File: src/rtl/rv_defs.svh
`ifndef RV_DEFS_SVH
`define RV_DEFS_SVH

// Data path and PC width.
`define XLEN 64

// Pipeline registers hold this PC after reset or a bubble.
`define RESET_PC 64'h8000_0000

// Data memory depth in doublewords.
`define DMEM_WORDS 256

`endif

File: src/rtl/rv_isa_pkg.sv
package rv_isa_pkg;

    typedef enum logic [6:0] {
        OPC_OP     = 7'b0110011,
        OPC_OP_IMM = 7'b0010011,
        OPC_LOAD   = 7'b0000011,
        OPC_STORE  = 7'b0100011,
        OPC_SYSTEM = 7'b1110011
    } opcode_e;

    typedef enum logic [2:0] {
        ALU_ADD = 3'd0,
        ALU_SUB = 3'd1,
        ALU_AND = 3'd2,
        ALU_OR  = 3'd3,
        ALU_XOR = 3'd4
    } alu_op_e;

    localparam logic [2:0] F3_ADD_SUB = 3'b000;
    localparam logic [2:0] F3_XOR     = 3'b100;
    localparam logic [2:0] F3_OR      = 3'b110;
    localparam logic [2:0] F3_AND     = 3'b111;
    localparam logic [2:0] F3_DW      = 3'b011;

    localparam logic [6:0] F7_BASE = 7'b0000000;
    localparam logic [6:0] F7_SUB  = 7'b0100000;

    // Bits 31:7 of EBREAK hold an immediate of 1 and zero rs1, funct3 and rd fields.
    localparam logic [24:0] EBREAK_FIELDS = 25'h0002000;

endpackage

File: src/rtl/rv_execute.sv
`timescale 1ns/1ps
`include "rv_defs.svh"

module rv_execute
    import rv_isa_pkg::*;
(
    input  logic             id_valid,
    input  logic [`XLEN-1:0] id_op_a,
    input  logic [`XLEN-1:0] id_op_b,
    input  alu_op_e          id_alu_op,
    output logic             ex_valid,
    output logic [`XLEN-1:0] ex_alu_result
);

    logic             is_sub;
    logic [`XLEN-1:0] addend;
    logic [`XLEN-1:0] sum;

    // One adder serves ADD, SUB and the load/store address.
    assign is_sub = (id_alu_op == ALU_SUB);
    assign addend = is_sub ? ~id_op_b : id_op_b;
    assign sum    = id_op_a + addend + {{(`XLEN-1){1'b0}}, is_sub};

    always_comb begin
        case (id_alu_op)
            ALU_AND: ex_alu_result = id_op_a & id_op_b;
            ALU_OR:  ex_alu_result = id_op_a | id_op_b;
            ALU_XOR: ex_alu_result = id_op_a ^ id_op_b;
            default: ex_alu_result = sum;
        endcase
    end

    assign ex_valid = id_valid;

endmodule

File: config.mk
export PLATFORM = sky130hd
export DESIGN_NAME = rv_execute
export DESIGN_NICKNAME = d
export VERILOG_FILES = /design/src/rtl/rv_isa_pkg.sv /design/src/rtl/rv_execute.sv
export VERILOG_INCLUDE_DIRS = /design/src /design/src/rtl
export SDC_FILE = /design/constraint.sdc
export NUM_CORES = 1
export LEC_CHECK = 0
export BUFFER_PORTS_ARGS = -buffer_cell sky130_fd_sc_hd__buf_2
export CORE_UTILIZATION = 52
export DETAILED_ROUTE_END_ITERATION = 6
export PLACE_DENSITY = 0.89
export SLEW_MARGIN = 40
export SYNTH_ARGS = -nofsm -noshare
export SYNTH_HDL_FRONTEND = slang
export SYNTH_SLANG_ARGS = --single-unit
export TNS_END_PERCENT = 10
File: constraint.sdc
create_clock -name vclk -period 5.2
set_clock_uncertainty 0.1 [all_clocks]
set_input_delay 1.04 -clock vclk [all_inputs]
set_output_delay 1.04 -clock vclk [all_outputs]
set_load 0.02 [all_outputs]
==> results.json <==
{
  "grt_pass1_vias": 10600,
  "final.setup.worst_slack_ns": -0.397,
  "path_class": "in -> out",
  "report.final.slew_viol_count": 0,
  "design_area_um2": 11800,
  "via_count": 10900,
  "worst_pin_slew_ns": 0.745,
  "cts_hold_buf": 0,
  "yosysWarnings": 0,
  "min_from": "id_valid",
  "initial_core_util_pct": 53.3,
  "fin_crit_ns": 5.60,
  "cp_max_fo": 6,
  "core_um2": 15300,
  "hold_class": "in -> out",
  "drcViolationCount": 0,
  "fmaxAchievable_ghz": 0.179,
  "violations": "setup timing",
  "gp_congestion": 0.959,
  "drive_gt1_share_pct": 35.2,
  "cp.required_ns": 4.06,
  "track_usage_pct": 36.4,
  "power_density_nw_per_um2": 164,
  "grt_setup_unrepaired": "true",
  "seqCellArea_um2": 0,
  "drv_cap": 0,
  "seq_cell_count": 0,
  "cp-start-kind": "input port",
  "wl_per_cell_um": 17.8,
  "fillers": 998,
  "synth_top_area_share_pct": 29.5,
  "fp-row-count": 45,
  "die_w_um": 127,
  "ios": 197,
  "grt_start_max_net_pins": 64,
  "finalCritPeriodShare_pct": 108,
  "area.growth.synth_to_final_pct": 44.5,
  "grt_pass1_wl_um": 48900,
  "dp_hpwl_um": 22700,
  "ys_types": 62,
  "finalHoldViolCount": 0,
  "grt_antenna_before_repair": 4,
  "status": "finished, violations left",
  "antenna_left": 0,
  "avgSynthCellArea_um2": 6.84,
  "drt_wl_total_um": 31800,
  "via_per_inst": 6.09,
  "synth_top_area_cell": "ha_1",
  "layout.nets": 1895,
  "crit_start": "id_alu_op[0]",
  "synth_seq_area_share_pct": 0,
  "multiInputGateArea_um2": 7850,
  "die_h_um": 127,
  "cp-end-kind": "output pin",
  "die_area_um2": 16200,
  "ir_drop_v": 0.000103,
  "hold_slack_ns": 1.98,
  "yosys-top-cells-area": "ha_1, xnor2_1, a21oi_1",
  "finalSetupViolCount": 47,
  "grt_overflow": 0,
  "cellLeakagePower_nw": 6.16,
  "slew_headroom_pct": 50.4,
  "first_pass_iters": 6,
  "fin_tns_setup_ns": -10.24,
  "nClkBuffers": 0,
  "io_buffers": 195,
  "synthCells": 1190,
  "syn_nets": 1515,
  "cp.arrival_ns": 4.46,
  "drtIter0Drc": 950,
  "placed_cell_area_um2": 11000,
  "netlist_area_um2": 8140
}
## repair_timing
item	in CTS	in global routing
buffers inserted	16	4
gates resized for setup	94	49
endpoints found under the hold margin	0	0
cloned	1	1
setup endpoints to repair	50	51
pin swaps	44	20
## through the flow
stage / total power [mW] / setup WS [ns] / instances / util, %
6_report: 1.93 / -0.397 / 1784 / 77.1
2_1_floorplan: 1.01 / -0.0860 / 1190 / -
4_1_cts: 1.79 / -0.201 / 1774 / 75.4
3_3_place_gp: 1.64 / -0.406 / 1757 / 71.9
5_1_grt: 2.06 / -0.502 / 1782 / 77.1
3_5_place_dp: 1.69 / -0.552 / 1757 / 71.9
## critical path, cell delays in order
cell	delay, ns
buf_4	0.11
nor3b_4	0.15
buf_6	0.13
buf_6	0.13
buf_12	0.14
xnor2_2	0.23
ha_2	0.37
buf_4	0.17
a21o_1	0.17
a221o_1	0.42
nor4b_4	0.18
o31ai_4	0.29
a311oi_2	0.21
nor2_1	0.23
xor2_1	0.24
o21ai_2	0.07
buf_2	0.16
## cells in the mapped netlist, drive strengths merged (2+ instances only)
| master | instances |
|---|---|
| a211oi | 29 |
| a21boi | 5 |
| a21o | 36 |
| a21oi | 151 |
| a221o | 7 |
| a221oi | 10 |
| a22oi | 7 |
| a31o | 3 |
| a31oi | 7 |
| a41o | 2 |
| and2 | 4 |
| and3 | 7 |
| and4 | 4 |
| buf | 14 |
| clkbuf | 54 |
| ha | 192 |
| inv | 151 |
| mux2i | 16 |
| nand2 | 63 |
| nand2b | 5 |
| nand3 | 7 |
| nand4 | 29 |
| nor2 | 88 |
| nor2b | 5 |
| nor3 | 21 |
| nor4 | 3 |
| o2111ai | 3 |
| o211a | 2 |
| o211ai | 5 |
| o21a | 11 |
| o21ai | 64 |
| o21bai | 13 |
| o22ai | 25 |
| o31ai | 10 |
| o41ai | 2 |
| or3 | 6 |
| xnor2 | 91 |
| xor2 | 25 |
## path summary, 6_finish.rpt
kind	slack, ns	cells past startpoint	endpoint
setup / recovery	-0.40	17	ex_alu_result[47]
hold / removal	1.98	0	ex_valid
## layer usage
metal	vias to the layer above	GRT usage [%]	part of all wire, %
li1	4979	-	-
met1	4980	43.5	39
met2	716	63.8	47
met3	190	5.07	8.9
met4	0	17.9	5.5
met5	-	0	0
## cell families (layout without fill, tap and decap cells)
kind of cell,after synthesis,in the layout,share of synthesized area (%)
AOI/OAI and AO/OA,400,400,31.2
xor gates and xnor gates,116,116,12.5
adders and majority gates,193,193,29.8
buffers and inverters,219,597,10.2
muxes,16,16,1.97
other,0,5,0
and+or+nand+nor,246,246,14.4
## report_power, final
part | leakage, nW | internal (mW) | total, mW | switching, mW
clock network | 0.0000317 | 0.000000129 | 0.000000129 | 0
logic | 6.16 | 0.857 | 1.93 | 1.08
registers | 0 | 0 | 0 | 0
## cell type report
cell class | count | share of cell area, %
Inverter | 151 | 4.82
Multi-Input combinational cell | 971 | 66.7
Timing Repair Buffer | 446 | 26.1
Antenna cell | 5 | 0.106
Tap cell | 211 | 2.24
## cells in the final DEF (no fill, tap or decap), drive strengths merged, types with 10 or more instances in the layout
cell type    n
buf        444
ha         192
inv        151
a21oi      151
xnor2       91
nor2        88
o21ai       64
nand2       63
a21o        36
nand4       29
a211oi      29
o22ai       25
xor2        25
nor3        21
mux2i       16
o21bai      13
o21a        11
a221oi      10
o31ai       10
Power figures use the tool's default switching activity.
