[config.mk]
export PLATFORM = sky130hd
export DESIGN_NAME = ex_mem_reg
export DESIGN_NICKNAME = d
export VERILOG_FILES = /design/src/rtl/rv_pipe_pkg.sv /design/src/rtl/ex_mem_reg.sv
export VERILOG_INCLUDE_DIRS = /design/src /design/src/rtl
export SDC_FILE = /design/constraint.sdc
export NUM_CORES = 1
export LEC_CHECK = 0
export ABC_AREA = 1
export BUFFER_PORTS_ARGS = -buffer_cell sky130_fd_sc_hd__buf_4
export CAP_MARGIN = 20
export CORE_AREA = 10 10 181 183
export DETAILED_ROUTE_END_ITERATION = 12
export DIE_AREA = 0 0 191 193
export SETUP_SLACK_MARGIN = 0.4
export SYNTH_ARGS = -nofsm -noshare
export SYNTH_HDL_FRONTEND = slang
export SYNTH_SLANG_ARGS = --single-unit
[constraint.sdc]
create_clock -name clk -period 0.88 [get_ports clk]
set_clock_uncertainty 0.1 [all_clocks]
set_input_delay 0.132 -clock clk [delete_from_list [all_inputs] [get_ports clk]]
set_output_delay 0.132 -clock clk [all_outputs]
set_load 0.02 [all_outputs]
[src/rtl/rv_defs.svh]
`ifndef RV_DEFS_SVH
`define RV_DEFS_SVH

// Data path and PC width.
`define XLEN 64

// Pipeline registers hold this PC after reset or a bubble.
`define RESET_PC 64'h8000_0000

// Data memory depth in doublewords.
`define DMEM_WORDS 256

`endif

[src/rtl/rv_pipe_pkg.sv]
package rv_pipe_pkg;

    // Source of the write-back value.
    typedef enum logic [2:0] {
        RES_ALU = 3'd0,
        RES_MEM = 3'd1
    } res_sel_e;

    // Kind of data memory access.
    typedef enum logic [1:0] {
        MD_NONE     = 2'd0,
        MD_LOAD_DW  = 2'd1,
        MD_STORE_DW = 2'd2
    } memdata_sel_e;

endpackage

[src/rtl/ex_mem_reg.sv]
`timescale 1ns/1ps
`include "rv_defs.svh"

module ex_mem_reg
    import rv_pipe_pkg::*;
(
    input  logic             clk,
    input  logic             rst_n,
    input  logic             valid,
    input  logic             ena,
    input  logic [`XLEN-1:0] ex_pc,
    input  logic [31:0]      ex_inst,
    input  logic [`XLEN-1:0] ex_alu_result,
    input  res_sel_e         ex_sel_rfres,
    input  logic             ex_mem_wen,
    input  logic             ex_mem_ena,
    input  logic [3:0]       ex_mem_mask,
    input  logic [`XLEN-1:0] ex_rf_rdata2,
    input  memdata_sel_e     ex_sel_memdata,
    input  logic             ex_rf_we,
    input  logic [4:0]       ex_rf_waddr,
    input  logic             ex_ebreak,
    input  logic             ex_load,
    output logic             mem_valid,
    output logic [`XLEN-1:0] mem_pc,
    output logic [31:0]      mem_inst,
    output logic [`XLEN-1:0] mem_alu_result,
    output res_sel_e         mem_sel_rfres,
    output logic             mem_mem_wen,
    output logic             mem_mem_ena,
    output logic [3:0]       mem_mem_mask,
    output logic [`XLEN-1:0] mem_rf_rdata2,
    output memdata_sel_e     mem_sel_memdata,
    output logic             mem_rf_we,
    output logic [4:0]       mem_rf_waddr,
    output logic             mem_ebreak,
    output logic             mem_load
);

    always_ff @(posedge clk or negedge rst_n) begin
        if (!rst_n) begin
            mem_valid       <= 1'b0;
            mem_pc          <= `RESET_PC;
            mem_inst        <= '0;
            mem_alu_result  <= '0;
            mem_sel_rfres   <= RES_ALU;
            mem_mem_wen     <= 1'b0;
            mem_mem_ena     <= 1'b0;
            mem_mem_mask    <= 4'h0;
            mem_rf_rdata2   <= '0;
            mem_sel_memdata <= MD_NONE;
            mem_rf_we       <= 1'b0;
            mem_rf_waddr    <= 5'd0;
            mem_ebreak      <= 1'b0;
            mem_load        <= 1'b0;
        end else if (ena) begin
            // A bubble loads the same values as reset.
            mem_valid       <= valid;
            mem_pc          <= valid ? ex_pc : `RESET_PC;
            mem_inst        <= valid ? ex_inst : '0;
            mem_alu_result  <= valid ? ex_alu_result : '0;
            mem_sel_rfres   <= valid ? ex_sel_rfres : RES_ALU;
            mem_mem_wen     <= valid && ex_mem_wen;
            mem_mem_ena     <= valid && ex_mem_ena;
            mem_mem_mask    <= valid ? ex_mem_mask : 4'h0;
            mem_rf_rdata2   <= valid ? ex_rf_rdata2 : '0;
            mem_sel_memdata <= valid ? ex_sel_memdata : MD_NONE;
            mem_rf_we       <= valid && ex_rf_we;
            mem_rf_waddr    <= valid ? ex_rf_waddr : 5'd0;
            mem_ebreak      <= valid && ex_ebreak;
            mem_load        <= valid && ex_load;
        end
    end

endmodule

==> reports/results.tsv <==
metric	value	unit
grt_pass1_wl	57900	µm
hold_path.class	input pin to asynchronous set/reset pin	
synthesis.nets	1306	
dp_hpwl	28900	µm
pre_cts_slack	-0.178	ns
r2r_start	mem_alu_result[25]	
ys_types	10	
area.growth.synth_to_final	79.9	%
dpl_cell_area	14300	µm²
first_pass_iters	4	
drive_above_1_share	50.9	%
status	complete, but fails checks	
clk_pin_slew	0.06	ns
crit_path_top_delay_cell	dfstp_2	
insertion_delay	0.53	ns
h-tree-depth	1	
irDropWorstVdd	1.31	mV
synth_warnings	0	
setup_violations	259	
final_util	59.0	%
std_cell_rows	63	
r2r_cells	4	
drv_slew	0	
grt_overflow	0	
cts.sinks	244	
critPathTopFamily	flip-flops	
powerDensity	1880	nW/µm²
cts-root-buf	clkbuf_16	
netlist_area	9600	µm²
violations	negative hold slack, negative setup slack	
end_kind	primary output	
gp_congestion	0.821	
cts_buffers	29	
grt_max_degree	42	
path_max_fanout	2	
port_buffers	490	
ys_seq_area_share	63.6	%
grt_pass1_vias	9915	
cts_tree	done	
syn_avg_cell_area	9.06	µm²
path_class	flip-flop to primary output	
core	29200	µm²
start_util	32.8	%
grt.total_usage	19.8	%
rsz0062_at_grt	true	
diodes	0	
min_period_over_period	161	%
nets	1893	
finalInstanceArea	17300	µm²
drt-vias-per-instance	4.66	
final_common_cell	nand2_1	
total_power	32.5	mW
ant_nets	0	
num_vias	9587	
drv_cap	0	
totalWireLength	39300	µm
maxSlewHeadroom	80.4	%
worst_pin_slew	0.293	ns
min_period	1.42	ns
r2r_end	mem_alu_result[25]	
syn_inst	1059	
start_kind	flip-flop	
ff2ff_setup_slack	-0.07	ns
die_height	193	µm
drc	0	
antenna_found_initial	0	
wire_per_inst	19.1	µm
critPathLaunch	mem_pc[31]	
final_cell_mix	nand2_1, buf_6, buf_4	
holdWs	-0.661	ns
setup_tns	-103.48	ns
drtIter0Drc	516	
clock_path_buffers	3	
p_leak	9.25	nW
final_hold_viol_count	488	
cp.arrival	1.19	ns
finalWorstSetupSlack	-0.540	ns
die_area	36900	µm²
critPathRequiredTime	0.65	ns
ios	491	
cp.depth	1	
synth-seq-cells	244	
path_buf_inv	1	
dieWidth	191	µm
slowest_delay	0.54	ns
cp_cell_sequence	buf_6	
fmax	0.704	GHz
==> worst reg2reg max path, delay by kind of cell, from the launching register on <==
family,cells,cell delay [ns]
flip-flops,1,0.40
buffers and inverters,2,0.25
AND/OR/NAND/NOR,2,0.09
==> metal layers <==
metal / global-route usage, % / part of all wire (%) / vias up
met5: 0 / 0 / -
met4: 6.09 / 2.9 / 0
met3: 7.70 / 10 / 59
met2: 34.2 / 50 / 361
met1: 22.3 / 37 / 4609
li1: - / - / 4558
==> repair_timing <==
action	CTS	global route
pin swaps	273	25
hold endpoints to repair	488	488
setup buffers	41	33
setup endpoints to repair	488	488
gates cloned	0	0
resized for setup	274	114
==> layout make-up <==
cell class	count	area, µm²
clock buffers	39	843
multi-input cells	733	3300
flip-flops and latches	244	6200
well taps	390	488
fillers	2494	12000
clock inverters	14	199
inverters	2	12.5
repair buffers	636	6220
==> synthesized netlist by cell type <==
cell type	number	share of area (%)
nand2_1	491	19
dfrtp_1	243	63
nand3_1	242	13
buf_2	45	2.3
buf_4	19	1.5
clkbuf_1	14	0.55
buf_1	2	0.078
dfstp_2	1	0.27
inv_1	1	0.039
inv_2	1	0.039
==> registers in the layout (all words and copies together), names as in the netlist <==
name / count
mem_sel_memdata: 2
mem_pc: 64
mem_rf_we: 1
mem_alu_result: 64
mem_mem_ena: 1
mem_ebreak: 1
mem_mem_wen: 1
mem_rf_waddr: 5
mem_load: 1
mem_rf_rdata2: 64
mem_sel_rfres: 3
mem_valid: 1
mem_mem_mask: 4
mem_inst: 32
==> how the worst max path moves through the flow <==
stage / endpoint / slack (ns)
global placement: mem_alu_result[63] / -0.18
finish: mem_pc[31] / -0.54
global route: mem_pc[31] / -0.58
CTS: mem_pc[31] / -0.57
floorplan: mem_alu_result[11] / 0.04
detailed placement: mem_alu_result[63] / -0.18
==> report_power, final <==
part | switching [mW] | internal [mW]
registers | 0.695 | 12.1
logic | 3.36 | 3.51
clock network | 4.69 | 8.14
==> kinds of logic (layout without fill, tap and decap cells) <==
family                 after synthesis  count (layout)  synth area share, %
buffers and inverters               82             691                 4.54
flip-flops                         244             244                 63.6
AND/OR/NAND/NOR                    733             733                 31.8
==> through the flow <==
| step | cells | hold WS, ns |
|---|---|---|
| 6_report | 2058 | -0.661 |
| 4_1_cts | 2025 | -0.671 |
| 3_3_place_gp | 1931 | -0.105 |
| 3_5_place_dp | 1931 | -0.0982 |
| 2_1_floorplan | 1059 | -0.264 |
| 5_1_grt | 2058 | -0.676 |
No activity file was read; power rests on OpenSTA's default activity.
