==> src/rtl/rv_defs.svh <==
`ifndef RV_DEFS_SVH
`define RV_DEFS_SVH

// Data path and PC width.
`define XLEN 64

// Pipeline registers hold this PC after reset or a bubble.
`define RESET_PC 64'h8000_0000

// Data memory depth in doublewords.
`define DMEM_WORDS 256

`endif

==> src/rtl/rv_regfile.sv <==
`timescale 1ns/1ps
`include "rv_defs.svh"

module rv_regfile (
    input  logic             clk,
    input  logic             rst_n,
    input  logic [4:0]       raddr1,
    input  logic [4:0]       raddr2,
    output logic [`XLEN-1:0] rdata1,
    output logic [`XLEN-1:0] rdata2,
    input  logic             we,
    input  logic [4:0]       waddr,
    input  logic [`XLEN-1:0] wdata
);

    logic [`XLEN-1:0] regs [32];

    always_ff @(posedge clk or negedge rst_n) begin
        if (!rst_n) begin
            for (int i = 0; i < 32; i++) begin
                regs[i] <= '0;
            end
        end else if (we && waddr != 5'd0) begin
            regs[waddr] <= wdata;
        end
    end

    // A write in progress is passed straight to a reader of the same register.
    assign rdata1 = (raddr1 == 5'd0) ? '0 :
                    (we && waddr == raddr1) ? wdata : regs[raddr1];
    assign rdata2 = (raddr2 == 5'd0) ? '0 :
                    (we && waddr == raddr2) ? wdata : regs[raddr2];

endmodule

==> config.mk <==
export PLATFORM = sky130hd
export DESIGN_NAME = rv_regfile
export DESIGN_NICKNAME = d
export VERILOG_FILES = /design/src/rtl/rv_regfile.sv
export VERILOG_INCLUDE_DIRS = /design/src /design/src/rtl
export SDC_FILE = /design/constraint.sdc
export NUM_CORES = 2
export LEC_CHECK = 0
export BUFFER_PORTS_ARGS = -buffer_cell sky130_fd_sc_hd__clkbuf_2
export CAP_MARGIN = 20
export CORE_UTILIZATION = 50
export DETAILED_ROUTE_END_ITERATION = 16
export MAX_ROUTING_LAYER = met4
export PLACE_DENSITY = 0.71
export SLEW_MARGIN = 20
export SYNTH_ARGS = -nofsm -noshare
export SYNTH_HDL_FRONTEND = slang
export SYNTH_SLANG_ARGS = --single-unit
==> constraint.sdc <==
create_clock -name clk -period 2.32 [get_ports clk]
set_input_delay 0.232 -clock clk [delete_from_list [all_inputs] [get_ports clk]]
set_output_delay 0.232 -clock clk [all_outputs]
set_load 0.005 [all_outputs]
==> results list <==
- Run status: complete, but fails checks
* Violations in the final reports: negative setup slack
- Cell area reported after detailed placement: between 100000 and 150000 um^2
- The largest total area in the synthesized netlist belongs to dfrtp_1.
* Smallest setup slack after layout: -0.7809 ns
* I/O pin count: between 200 and 250
- Cell Area, Synth: 109400 um^2
* Reg clk slew, reported paths: 0.06 ns
* Commonest non-fill, non-tap cell in the layout: dfrtp_1
- Summed over all layers, the global routing overflow is 0.
* Critical register-to-register path endpoint: regs[518]
- For this design the ratio of total power to cell area is ~800 nW/um^2.
- Syn_nets: between 7000 and 8000
- Worst EP required: 2.09 ns
- Number of DRC violations after detailed-routing iteration 0: about 10000
- Final critical-path share of the clock period: 133.7%
- Measured on the finished design, the core utilization comes to between 60% and 70%.
- For this run, asynchronously set or reset flops after synthesis account for between 90% and 100%.
- Path depth of the worst reg2reg path: 3
* Maximum buffer depth of the clock tree: 3
- The H-tree was split into 4 levels.
- For this run, global-route usage on met3 was measured as ~9.7%.
- Overall die area: 220700 um^2
* Capturing instance or port of the critical path: rdata1[49]
- Once the floorplan was initialized, standard cells occupied between 50% and 60% of the core.
- From synthesis to final layout, the design area changed by 22.12%.
- The number of global-route vias before repair came to around 82000.
- Entering global routing, the biggest net connects roughly 120 pins.
- The initial antenna violation count was 22.
- Number of standard cells after synthesis: approximately 7400
* Worst Clk Skew: 0 ns
- Most heavily used metal layer in global routing: met2
- The max-slew violation count is 0.
- Endpoint type of the worst setup path: output port
- Setup Total Neg Slack: -64.03 ns
* Total number of clock tree sinks: slightly above 2000
* Final Routed Wirelength: just over 400000 um
- The register with the most flip-flops in the layout has between 2000 and 2500 of them.
* Total of buffers placed on input and output ports: approximately 210
* Area fraction of the dominant cell type after synthesis: around 47%
- Worst Setup Slack post-DPL: -0.7988 ns
- Crit path DAT: about 2.9 ns
- Routability-driven placement finished with a final weighted congestion of ~0.96.
* Post-detailed-route wirelength per cell: roughly 36 um
- Post-synthesis sequential area ratio: between 40% and 50%
- After detailed routing, the number of vias per cell comes to approximately 7.1.
- The largest registers in the layout are regs (2048).
- Peak supply drop: between 0.9 and 1 mV
- Finished layout cell area: 133600 um^2
- Derived from the worst setup path, the maximum achievable clock frequency is ~320 MHz.
- Launch point of the worst reg-to-reg path: regs[518]
- Number of rows in the core area: about 170
* Detailed-routing iteration count for the pre-antenna-repair pass: 7
* Vertical die dimension: around 470 um
- Worst reg2reg setup slack: between 1 and 1.5 ns
- Once detail routing completed, the nets flagged for antenna violations numbered 0.
- Setup violations remaining at the end of the flow were counted as about 130.
- Clock tree synthesis selected as its root buffer the cell clkbuf_16.
- Global-route wire length before repair: 590000 um
* Setup repair after global routing missed its margin: yes
- Placed wire-length estimate: about 270000 um
* Path type of the worst setup path: flop to output port
* Layout Nets: between 8000 and 9000
- After layout, the minimum clock period comes to 3.101 ns.
- For this run, the number of Yosys warnings is 0.
* Clock tree from TritonCTS: done
- In this run the horizontal extent of the chip is about 470 um.
* #FFs+latches synth: 2048
- Counting the fill cells in the layout gives ~16000.
* Most frequent cells in the layout: dfrtp_1, mux2_2, mux4_2, buf_4, buf_12
- Path type of the worst min-delay path: input port to flop
- Synthesis instantiated 70 different standard cells from the library.
- Including well taps, the total number of placed cells is about 11000.
- Among all flip-flop cells after synthesis, the most frequent one is dfrtp_1.
- Worst Setup Start Kind: flop
- The number of endpoints with negative hold slack in the final report is 0.
- Clock latency on the worst-skew pair: a little over 0.9 ns
* Total via count in the routed design: 79624
- In the global route stage, met1 resource usage came out at a little under half.
- At the pin with the least slew margin, the transition time is 1.144 ns.
- Syn_area_per_cell: about 15 um^2
- Register with the most flip-flops: regs
- After detailed routing, the number of remaining DRC violations is 0.
- Headroom to the max-slew limit: a little under a quarter
- The count of cells in the finished layout, fillers not included, comes to about 11000.
- Largest fanout on the critical path: 3
* All-Layer GR Usage: 38.00%
- Sorting the synthesized cells by area gives the leading types as dfrtp_1, mux2_2, mux4_2, mux2i_1, clkbuf_1.
- Of the cells placed in the final design, the portion with a size suffix greater than 1 is between 60% and 70%.
- Reported max-cap violation count: 0
- Tracing the worst setup path back leads to its startpoint at regs[241].
* Number of buffers created by CTS: around 210
- Number of enable flip-flop cells after synthesis: 0
- Floorplan Core Area: around 220000 um^2
* Leakage power: between 50 and 60 nW
* Met2 GRT Util: a little under three fifths
==> synthesized netlist by cell type, drive strengths merged, types with 3 or more instances <==
cell type  number
nand2b          9
o221ai         52
mux2         2065
a22o           51
nor2b          32
nor4           21
nand3          27
a21o           18
inv             6
a221o          11
o211ai          8
a22oi          68
o21ai          70
nor3           40
clkbuf        484
or2             3
mux2i         328
xnor2           6
nand3b          7
a221oi         61
and2            4
o41ai          20
dfrtp        2048
xor2            4
o22a            7
o22ai         198
and3            3
buf           382
a2111oi        22
or3b            4
a21oi         110
a211o          20
nor3b           9
a211oi         38
nor2          149
o21a            6
mux4          870
a31oi          19
nand2          73
and3b           5
a311oi          6
==> critical path, stage by stage (launching register included) <==
cell and delay [ns]:
dfrtp_1 0.41, mux4_2 0.47, mux2_2 0.28, a221oi_2 0.29, a2111oi_2 0.08, a21o_1 0.26, clkbuf_2 0.15
==> worst min path at each step <==
stage / from / to / cells after the start / slack (ns)
6_report: wdata[28] / regs[1180] / 3 / 0.05
5_1_grt: wdata[28] / regs[1372] / 3 / 0.06
4_1_cts: wdata[28] / regs[1180] / 3 / 0.007
3_5_place_dp: rst_n / regs[1204] / 1 / 0.20
3_3_place_gp: rst_n / regs[52] / 1 / 0.21
2_1_floorplan: rst_n / regs[0] / 0 / -0.06
==> layer usage <==
metal / wire (um) / vias up
li1: - / 30234
met1: 148300 / 42195
met2: 183900 / 5585
met3: 44390 / 1610
met4: 31210 / 0
met5: 0 / -
==> kinds of logic after synthesis <==
group,count (synthesis),share of synthesized area (%)
multiplexers,3263,42.17
AND/OR/NAND/NOR,393,1.771
flip-flops,2048,46.85
XOR/XNOR,10,0.08006
AO/OA/AOI/OAI,795,5.128
buffers and inverters,872,3.999
==> through the flow <==
| step | hold WS [ns] | power (mW) |
|---|---|---|
| after floorplan | -0.06359 | 62.10 |
| after global placement | 0.2065 | 69.54 |
| after detailed placement | 0.2007 | 70.93 |
| after CTS | 0.006901 | 108.9 |
| after global routing | 0.06307 | 113.4 |
| final | 0.05290 | 110.1 |
==> layout make-up <==
class	instances	area (um^2)	area share [%]
clock buffer	314	6311	4.724
clock inverter	84	1167	0.8739
inverter	6	22.52	0.01686
tap	2854	3571	2.673
timing repair buffer	1395	14240	10.66
antenna	26	65.06	0.04871
multi-input combinational	4461	56950	42.63
sequential	2048	51250	38.37
==> where the power goes <==
part           switching [mW]  internal [mW]
clock network            15.3           21.3
registers                5.31           42.5
logic                    10.7           14.9
total                    31.4           78.7
==> repair_timing <==
item                                    in CTS  in global routing
hold endpoints to repair                  1898                  0
pin swaps                                  261                 85
gates resized for setup                    454                120
endpoints found under the setup margin     128                128
setup buffers                              130                 33
hold buffers                                44                  0
No activity file was read; power rests on OpenSTA's default activity.
