$ cat src/rtl/rv_defs.svh
`ifndef RV_DEFS_SVH
`define RV_DEFS_SVH

// Data path and PC width.
`define XLEN 64

// Pipeline registers hold this PC after reset or a bubble.
`define RESET_PC 64'h8000_0000

// Data memory depth in doublewords.
`define DMEM_WORDS 256

`endif

$ cat src/rtl/rv_isa_pkg.sv
package rv_isa_pkg;

    typedef enum logic [6:0] {
        OPC_OP     = 7'b0110011,
        OPC_OP_IMM = 7'b0010011,
        OPC_LOAD   = 7'b0000011,
        OPC_STORE  = 7'b0100011,
        OPC_SYSTEM = 7'b1110011
    } opcode_e;

    typedef enum logic [2:0] {
        ALU_ADD = 3'd0,
        ALU_SUB = 3'd1,
        ALU_AND = 3'd2,
        ALU_OR  = 3'd3,
        ALU_XOR = 3'd4
    } alu_op_e;

    localparam logic [2:0] F3_ADD_SUB = 3'b000;
    localparam logic [2:0] F3_XOR     = 3'b100;
    localparam logic [2:0] F3_OR      = 3'b110;
    localparam logic [2:0] F3_AND     = 3'b111;
    localparam logic [2:0] F3_DW      = 3'b011;

    localparam logic [6:0] F7_BASE = 7'b0000000;
    localparam logic [6:0] F7_SUB  = 7'b0100000;

    // Bits 31:7 of EBREAK hold an immediate of 1 and zero rs1, funct3 and rd fields.
    localparam logic [24:0] EBREAK_FIELDS = 25'h0002000;

endpackage

$ cat src/rtl/rv_pipe_pkg.sv
package rv_pipe_pkg;

    // Source of the write-back value.
    typedef enum logic [2:0] {
        RES_ALU = 3'd0,
        RES_MEM = 3'd1
    } res_sel_e;

    // Kind of data memory access.
    typedef enum logic [1:0] {
        MD_NONE     = 2'd0,
        MD_LOAD_DW  = 2'd1,
        MD_STORE_DW = 2'd2
    } memdata_sel_e;

endpackage

$ cat src/rtl/rv_decode.sv
`timescale 1ns/1ps
`include "rv_defs.svh"

module rv_decode
    import rv_isa_pkg::*;
    import rv_pipe_pkg::*;
(
    input  logic             clk,
    input  logic             rst_n,
    input  logic             inst_valid,
    input  logic [31:0]      inst,
    input  logic [`XLEN-1:0] inst_pc,
    input  logic             hold,
    input  logic             halted,
    output logic [4:0]       raddr1,
    output logic [4:0]       raddr2,
    input  logic [`XLEN-1:0] rdata1,
    input  logic [`XLEN-1:0] rdata2,
    output logic             id_valid,
    output logic [`XLEN-1:0] id_pc,
    output logic [31:0]      id_inst,
    output logic [`XLEN-1:0] id_op_a,
    output logic [`XLEN-1:0] id_op_b,
    output logic [`XLEN-1:0] id_store_data,
    output alu_op_e          id_alu_op,
    output res_sel_e         id_sel_res,
    output memdata_sel_e     id_sel_memdata,
    output logic             id_mem_wen,
    output logic             id_mem_ena,
    output logic [3:0]       id_mem_mask,
    output logic             id_rf_we,
    output logic [4:0]       id_rd,
    output logic             id_ebreak,
    output logic             id_load
);

    opcode_e          opcode;
    logic [2:0]       funct3;
    logic [6:0]       funct7;
    logic [`XLEN-1:0] imm_i;
    logic [`XLEN-1:0] imm_s;
    logic             supported;
    logic             take;
    logic [`XLEN-1:0] op_b;
    alu_op_e          alu_op;
    res_sel_e         sel_res;
    memdata_sel_e     sel_memdata;
    logic             mem_wen;
    logic             mem_ena;
    logic             rf_we;
    logic             ebreak;

    assign opcode = opcode_e'(inst[6:0]);
    assign funct3 = inst[14:12];
    assign funct7 = inst[31:25];
    assign raddr1 = inst[19:15];
    assign raddr2 = inst[24:20];
    assign imm_i  = {{(`XLEN-12){inst[31]}}, inst[31:20]};
    assign imm_s  = {{(`XLEN-12){inst[31]}}, inst[31:25], inst[11:7]};

    always_comb begin
        supported   = 1'b0;
        op_b        = rdata2;
        alu_op      = ALU_ADD;
        sel_res     = RES_ALU;
        sel_memdata = MD_NONE;
        mem_wen     = 1'b0;
        rf_we       = 1'b0;
        ebreak      = 1'b0;
        case (opcode)
            OPC_OP: begin
                rf_we     = 1'b1;
                supported = 1'b1;
                case ({funct7, funct3})
                    {F7_BASE, F3_ADD_SUB}: alu_op = ALU_ADD;
                    {F7_SUB, F3_ADD_SUB}:  alu_op = ALU_SUB;
                    {F7_BASE, F3_XOR}:     alu_op = ALU_XOR;
                    {F7_BASE, F3_OR}:      alu_op = ALU_OR;
                    {F7_BASE, F3_AND}:     alu_op = ALU_AND;
                    default:               supported = 1'b0;
                endcase
            end
            OPC_OP_IMM: begin
                op_b      = imm_i;
                rf_we     = 1'b1;
                supported = (funct3 == F3_ADD_SUB);
            end
            OPC_LOAD: begin
                op_b        = imm_i;
                rf_we       = 1'b1;
                sel_res     = RES_MEM;
                sel_memdata = MD_LOAD_DW;
                supported   = (funct3 == F3_DW);
            end
            OPC_STORE: begin
                op_b        = imm_s;
                sel_memdata = MD_STORE_DW;
                mem_wen     = 1'b1;
                supported   = (funct3 == F3_DW);
            end
            OPC_SYSTEM: begin
                ebreak    = 1'b1;
                supported = (inst[31:7] == EBREAK_FIELDS);
            end
            default: supported = 1'b0;
        endcase
    end

    assign mem_ena = (sel_memdata != MD_NONE);

    // Anything not taken, including unsupported encodings, enters as a bubble.
    assign take = inst_valid && !halted && supported;

    always_ff @(posedge clk or negedge rst_n) begin
        if (!rst_n) begin
            id_valid       <= 1'b0;
            id_pc          <= `RESET_PC;
            id_inst        <= '0;
            id_op_a        <= '0;
            id_op_b        <= '0;
            id_store_data  <= '0;
            id_alu_op      <= ALU_ADD;
            id_sel_res     <= RES_ALU;
            id_sel_memdata <= MD_NONE;
            id_mem_wen     <= 1'b0;
            id_mem_ena     <= 1'b0;
            id_mem_mask    <= 4'h0;
            id_rf_we       <= 1'b0;
            id_rd          <= 5'd0;
            id_ebreak      <= 1'b0;
            id_load        <= 1'b0;
        end else if (!hold) begin
            id_valid       <= take;
            id_pc          <= take ? inst_pc : `RESET_PC;
            id_inst        <= take ? inst : '0;
            id_op_a        <= take ? rdata1 : '0;
            id_op_b        <= take ? op_b : '0;
            id_store_data  <= take ? rdata2 : '0;
            id_alu_op      <= take ? alu_op : ALU_ADD;
            id_sel_res     <= take ? sel_res : RES_ALU;
            id_sel_memdata <= take ? sel_memdata : MD_NONE;
            id_mem_wen     <= take && mem_wen;
            id_mem_ena     <= take && mem_ena;
            // Only doubleword access exists, so all four lanes are enabled.
            id_mem_mask    <= (take && mem_ena) ? 4'hf : 4'h0;
            id_rf_we       <= take && rf_we;
            id_rd          <= take ? inst[11:7] : 5'd0;
            id_ebreak      <= take && ebreak;
            id_load        <= take && (sel_memdata == MD_LOAD_DW);
        end
    end

endmodule

$ cat config.mk
export PLATFORM = sky130hd
export DESIGN_NAME = rv_decode
export DESIGN_NICKNAME = d
export VERILOG_FILES = /design/src/rtl/rv_isa_pkg.sv /design/src/rtl/rv_pipe_pkg.sv /design/src/rtl/rv_decode.sv
export VERILOG_INCLUDE_DIRS = /design/src /design/src/rtl
export SDC_FILE = /design/constraint.sdc
export NUM_CORES = 1
export LEC_CHECK = 0
export BUFFER_PORTS_ARGS = -buffer_cell sky130_fd_sc_hd__buf_2
export CORE_AREA = 8 8 208 210
export DETAILED_ROUTE_END_ITERATION = 6
export DIE_AREA = 0 0 216 218
export PLACE_DENSITY = 0.55
export SLEW_MARGIN = 10
export SYNTH_ARGS = -nofsm -noshare
export SYNTH_HDL_FRONTEND = slang
export SYNTH_SLANG_ARGS = --single-unit
$ cat constraint.sdc
create_clock -name clk -period 2.16 [get_ports clk]
set_input_delay 0.216 -clock clk [delete_from_list [all_inputs] [get_ports clk]]
set_output_delay 0.216 -clock clk [all_outputs]
set_load 0.005 [all_outputs]
==> flow_metrics.tcl <==
set metrics [dict create \
    power_density_nw_per_um2 674 \
    portBuffers 547 \
    start_util_pct 28.7 \
    setup_viol_count_final 0 \
    drtIter0Drc 674 \
    cts_num_sinks 300 \
    total_power_uw 12300 \
    slowest_delay_ns 0.53 \
    max_slew_margin_pct 26.0 \
    drc_errors 0 \
    numCtsBuffers 35 \
    worstSetupEndpointType "flop" \
    finalWirelength_um 46800 \
    cp_max_fo 40 \
    timing.final.crit_share_pct 96.1 \
    worst_hold_slack_ns 0.0357 \
    seq_area_frac_synth_pct 65.2 \
    drtPass1Iterations 5 \
    critPathRequiredTime_ns 2.57 \
    start_kind "input pin" \
    post_cts.repair.setup_buffers 0 \
    vias 10813 \
    row_count 74 \
    status "finished, final reports clean" \
    critPathMostFrequentCell "buf_12" \
    yosysMostFrequentCell "dfrtp_1" \
    syn2layout_area_growth_pct 58.5 \
    synth_top_cell_area_share_pct 65.0 \
    fin_crit_ns 2.08 \
    synth_area_um2 11500 \
    viasPerCell 4.86 \
    avgSynthCellArea_um2 12.6 \
    routabilityCongestion 0.838 \
    core_um2 40200 \
    hold_viol 0 \
    async_reset_ff_share_pct 100 \
    slew_violations 0 \
    clkTransAtPathRegs_ns 0.06 \
    dp_slack_ns -0.173 \
    multi_input_area_um2 3470 \
    yosysWarnings 0 \
    syn_inst 915 \
    path_cells "dlygate4sd3_1, buf_2, and4bb_2, nand4_1, a21oi_1, or3_4, buf_12, buf_12, a22o_1" \
    grtUsageTotal_pct 19.2 \
    dieArea_um2 47100 \
    ant_nets 0 \
    grt_pass1_wl_um 71700 \
    wire_per_inst_um 21.0 \
    vdd_drop_max_mv 0.408 \
    cts_tree "built" \
    clock_latency_ns 0.52 \
    clock_path_buffers 3 \
    die_h_um 218 \
    hp-class "input pin to flop" \
    globalRouteOverflowTotal 0 \
    ios 550 \
    drv_cap 0 \
    placedCellCount 1955 \
    die_w_um 216 \
    final_net_count 1896 \
    grt_max_degree 155 \
    max_freq_mhz 482 \
    dp_hpwl_um 32900 \
    tightest_slew_ns 1.11 \
    ys_ff_latch 300 \
    finalClockSkew_ns 0 \
    synth.distinct_cells 39 \
    p_leak_uw 0.00989 \
    setup_ws_ns 0.0841 \
    grt_setup_unrepaired "no" \
    finalNonFillerCells 2223 \
    drive_gt1_share_pct 39.8 \
    seqCellArea_um2 7510 \
    htree_levels 2 \
    critPathKind "input pin to flop" \
    worst_path_dominant_cell_family "buffers and inverters" \
    cp_slowest_cell "dlygate4sd3_1" \
    tns_ns 0 \
    timing.critical_path.buf_inv 4 \
    antenna_found_initial 3 \
    yosys.area.top_type "dfrtp_1" \
    grt_pass1_vias 11696 \
    fill_cells 3714 \
    yosys-top-cells-count "299 x dfrtp_1, 218 x a22o_1, 95 x nand2_1" \
    synth-edff-count 0 \
    crit_arrival_ns 2.49 \
    ys_top_cells_by_area "dfrtp_1 65%, a22o_1 17%, nand2_1 3.1%" \
    root_buffer "clkbuf_16" \
    synthFlopType "dfrtp_1" \
]
==> metrics by stage <==
| stage | instance area, um2 | utilization, % |
|---|---|---|
| floorplan | 11500 | - |
| global placement | 15100 | 37.5 |
| detailed placement | 15100 | 37.5 |
| CTS | 18200 | 45.4 |
| global route | 18300 | 45.4 |
| finish | 18300 | 45.4 |
==> cell families (layout without fill, tap and decap cells) <==
kind of cell / count (synthesis) / in the layout / share of synthesized area (%)
simple gates: 140 / 140 / 5.78
compound gates: 362 / 362 / 23.4
mux: 6 / 6 / 0.521
buf+inv: 106 / 878 / 5.11
other cells: 1 / 5 / 0.0326
flops: 300 / 300 / 65.2
==> cells in the final DEF, fill, tap and decap left out, types with 7 or more instances in the layout <==
master / Yosys / routed
buf_2: 8 / 545
clkbuf_1: 56 / 7
buf_12: 0 / 16
buf_4: 26 / 46
dfrtp_1: 299 / 299
clkbuf_16: 0 / 37
o21ai_0: 70 / 69
a21oi_1: 55 / 55
dlygate4sd3_1: 0 / 207
nand2_1: 95 / 95
a22o_1: 218 / 218
==> path summary, 6_finish.rpt <==
path                                         from                end  slack [ns]  cells after the start
min in group asynchronous                   rst_n          id_pc[42]        0.32                      2
max in group asynchronous                   rst_n          id_pc[31]        1.05                      3
worst min-delay path                     inst[31]        id_inst[31]        0.04                      3
worst max register to register          id_pc[31]          id_pc[31]        1.36                      2
worst max-delay path                     inst[25]  id_store_data[34]        0.08                      9
worst min register to register  id_sel_memdata[0]  id_sel_memdata[0]        0.47                      2
==> sequential cells by signal (all words and copies together), names as in the netlist <==
name and count:
id_valid 1, id_store_data 64, id_sel_memdata 2, id_alu_op 3, id_sel_res 1, id_rf_we 1
id_ebreak 1, id_op_b 64, id_load 1, id_pc 64, id_mem_wen 1, id_mem_mask 1
id_op_a 64, id_inst 32
==> area by class of cell <==
type | count | area share (%)
Antenna cell | 3 | 0.0411
Tap cell | 532 | 3.65
Multi-Input combinational cell | 510 | 19.0
Sequential cell | 300 | 41.1
Clock inverter | 9 | 0.439
Clock buffer | 49 | 5.59
Inverter | 4 | 0.0822
Timing Repair Buffer | 816 | 30.1
==> worst min-delay path, stage by stage <==
cell	delay [ns]
buf_2	0.12
inv_1	0.10
o21ai_0	0.09
==> per-layer routing <==
metal / up-vias / global-route usage [%] / part of all wire [%] / wire [um]
li1: 4886 / - / - / -
met1: 5357 / 23.3 / 41 / 19000
met5: - / 0 / 0.028 / 13
met2: 476 / 32.3 / 49 / 23000
met4: 2 / 7.19 / 3.3 / 1540
met3: 92 / 5.26 / 7.0 / 3260
==> timing repair <==
action / 4_1_cts / 5_1_grt
hold buffers: 207 / 0
gates resized for setup: 0 / 3
hold endpoints to repair: 316 / 0
setup endpoints to repair: 0 / 177
==> where the power goes <==
part           switching [uW]  internal (uW)  total [uW]
Combinational             478            502         980
Clock                    2300           3410        5710
Sequential               1.63           5620        5630
(Power assumes the default switching activity.)
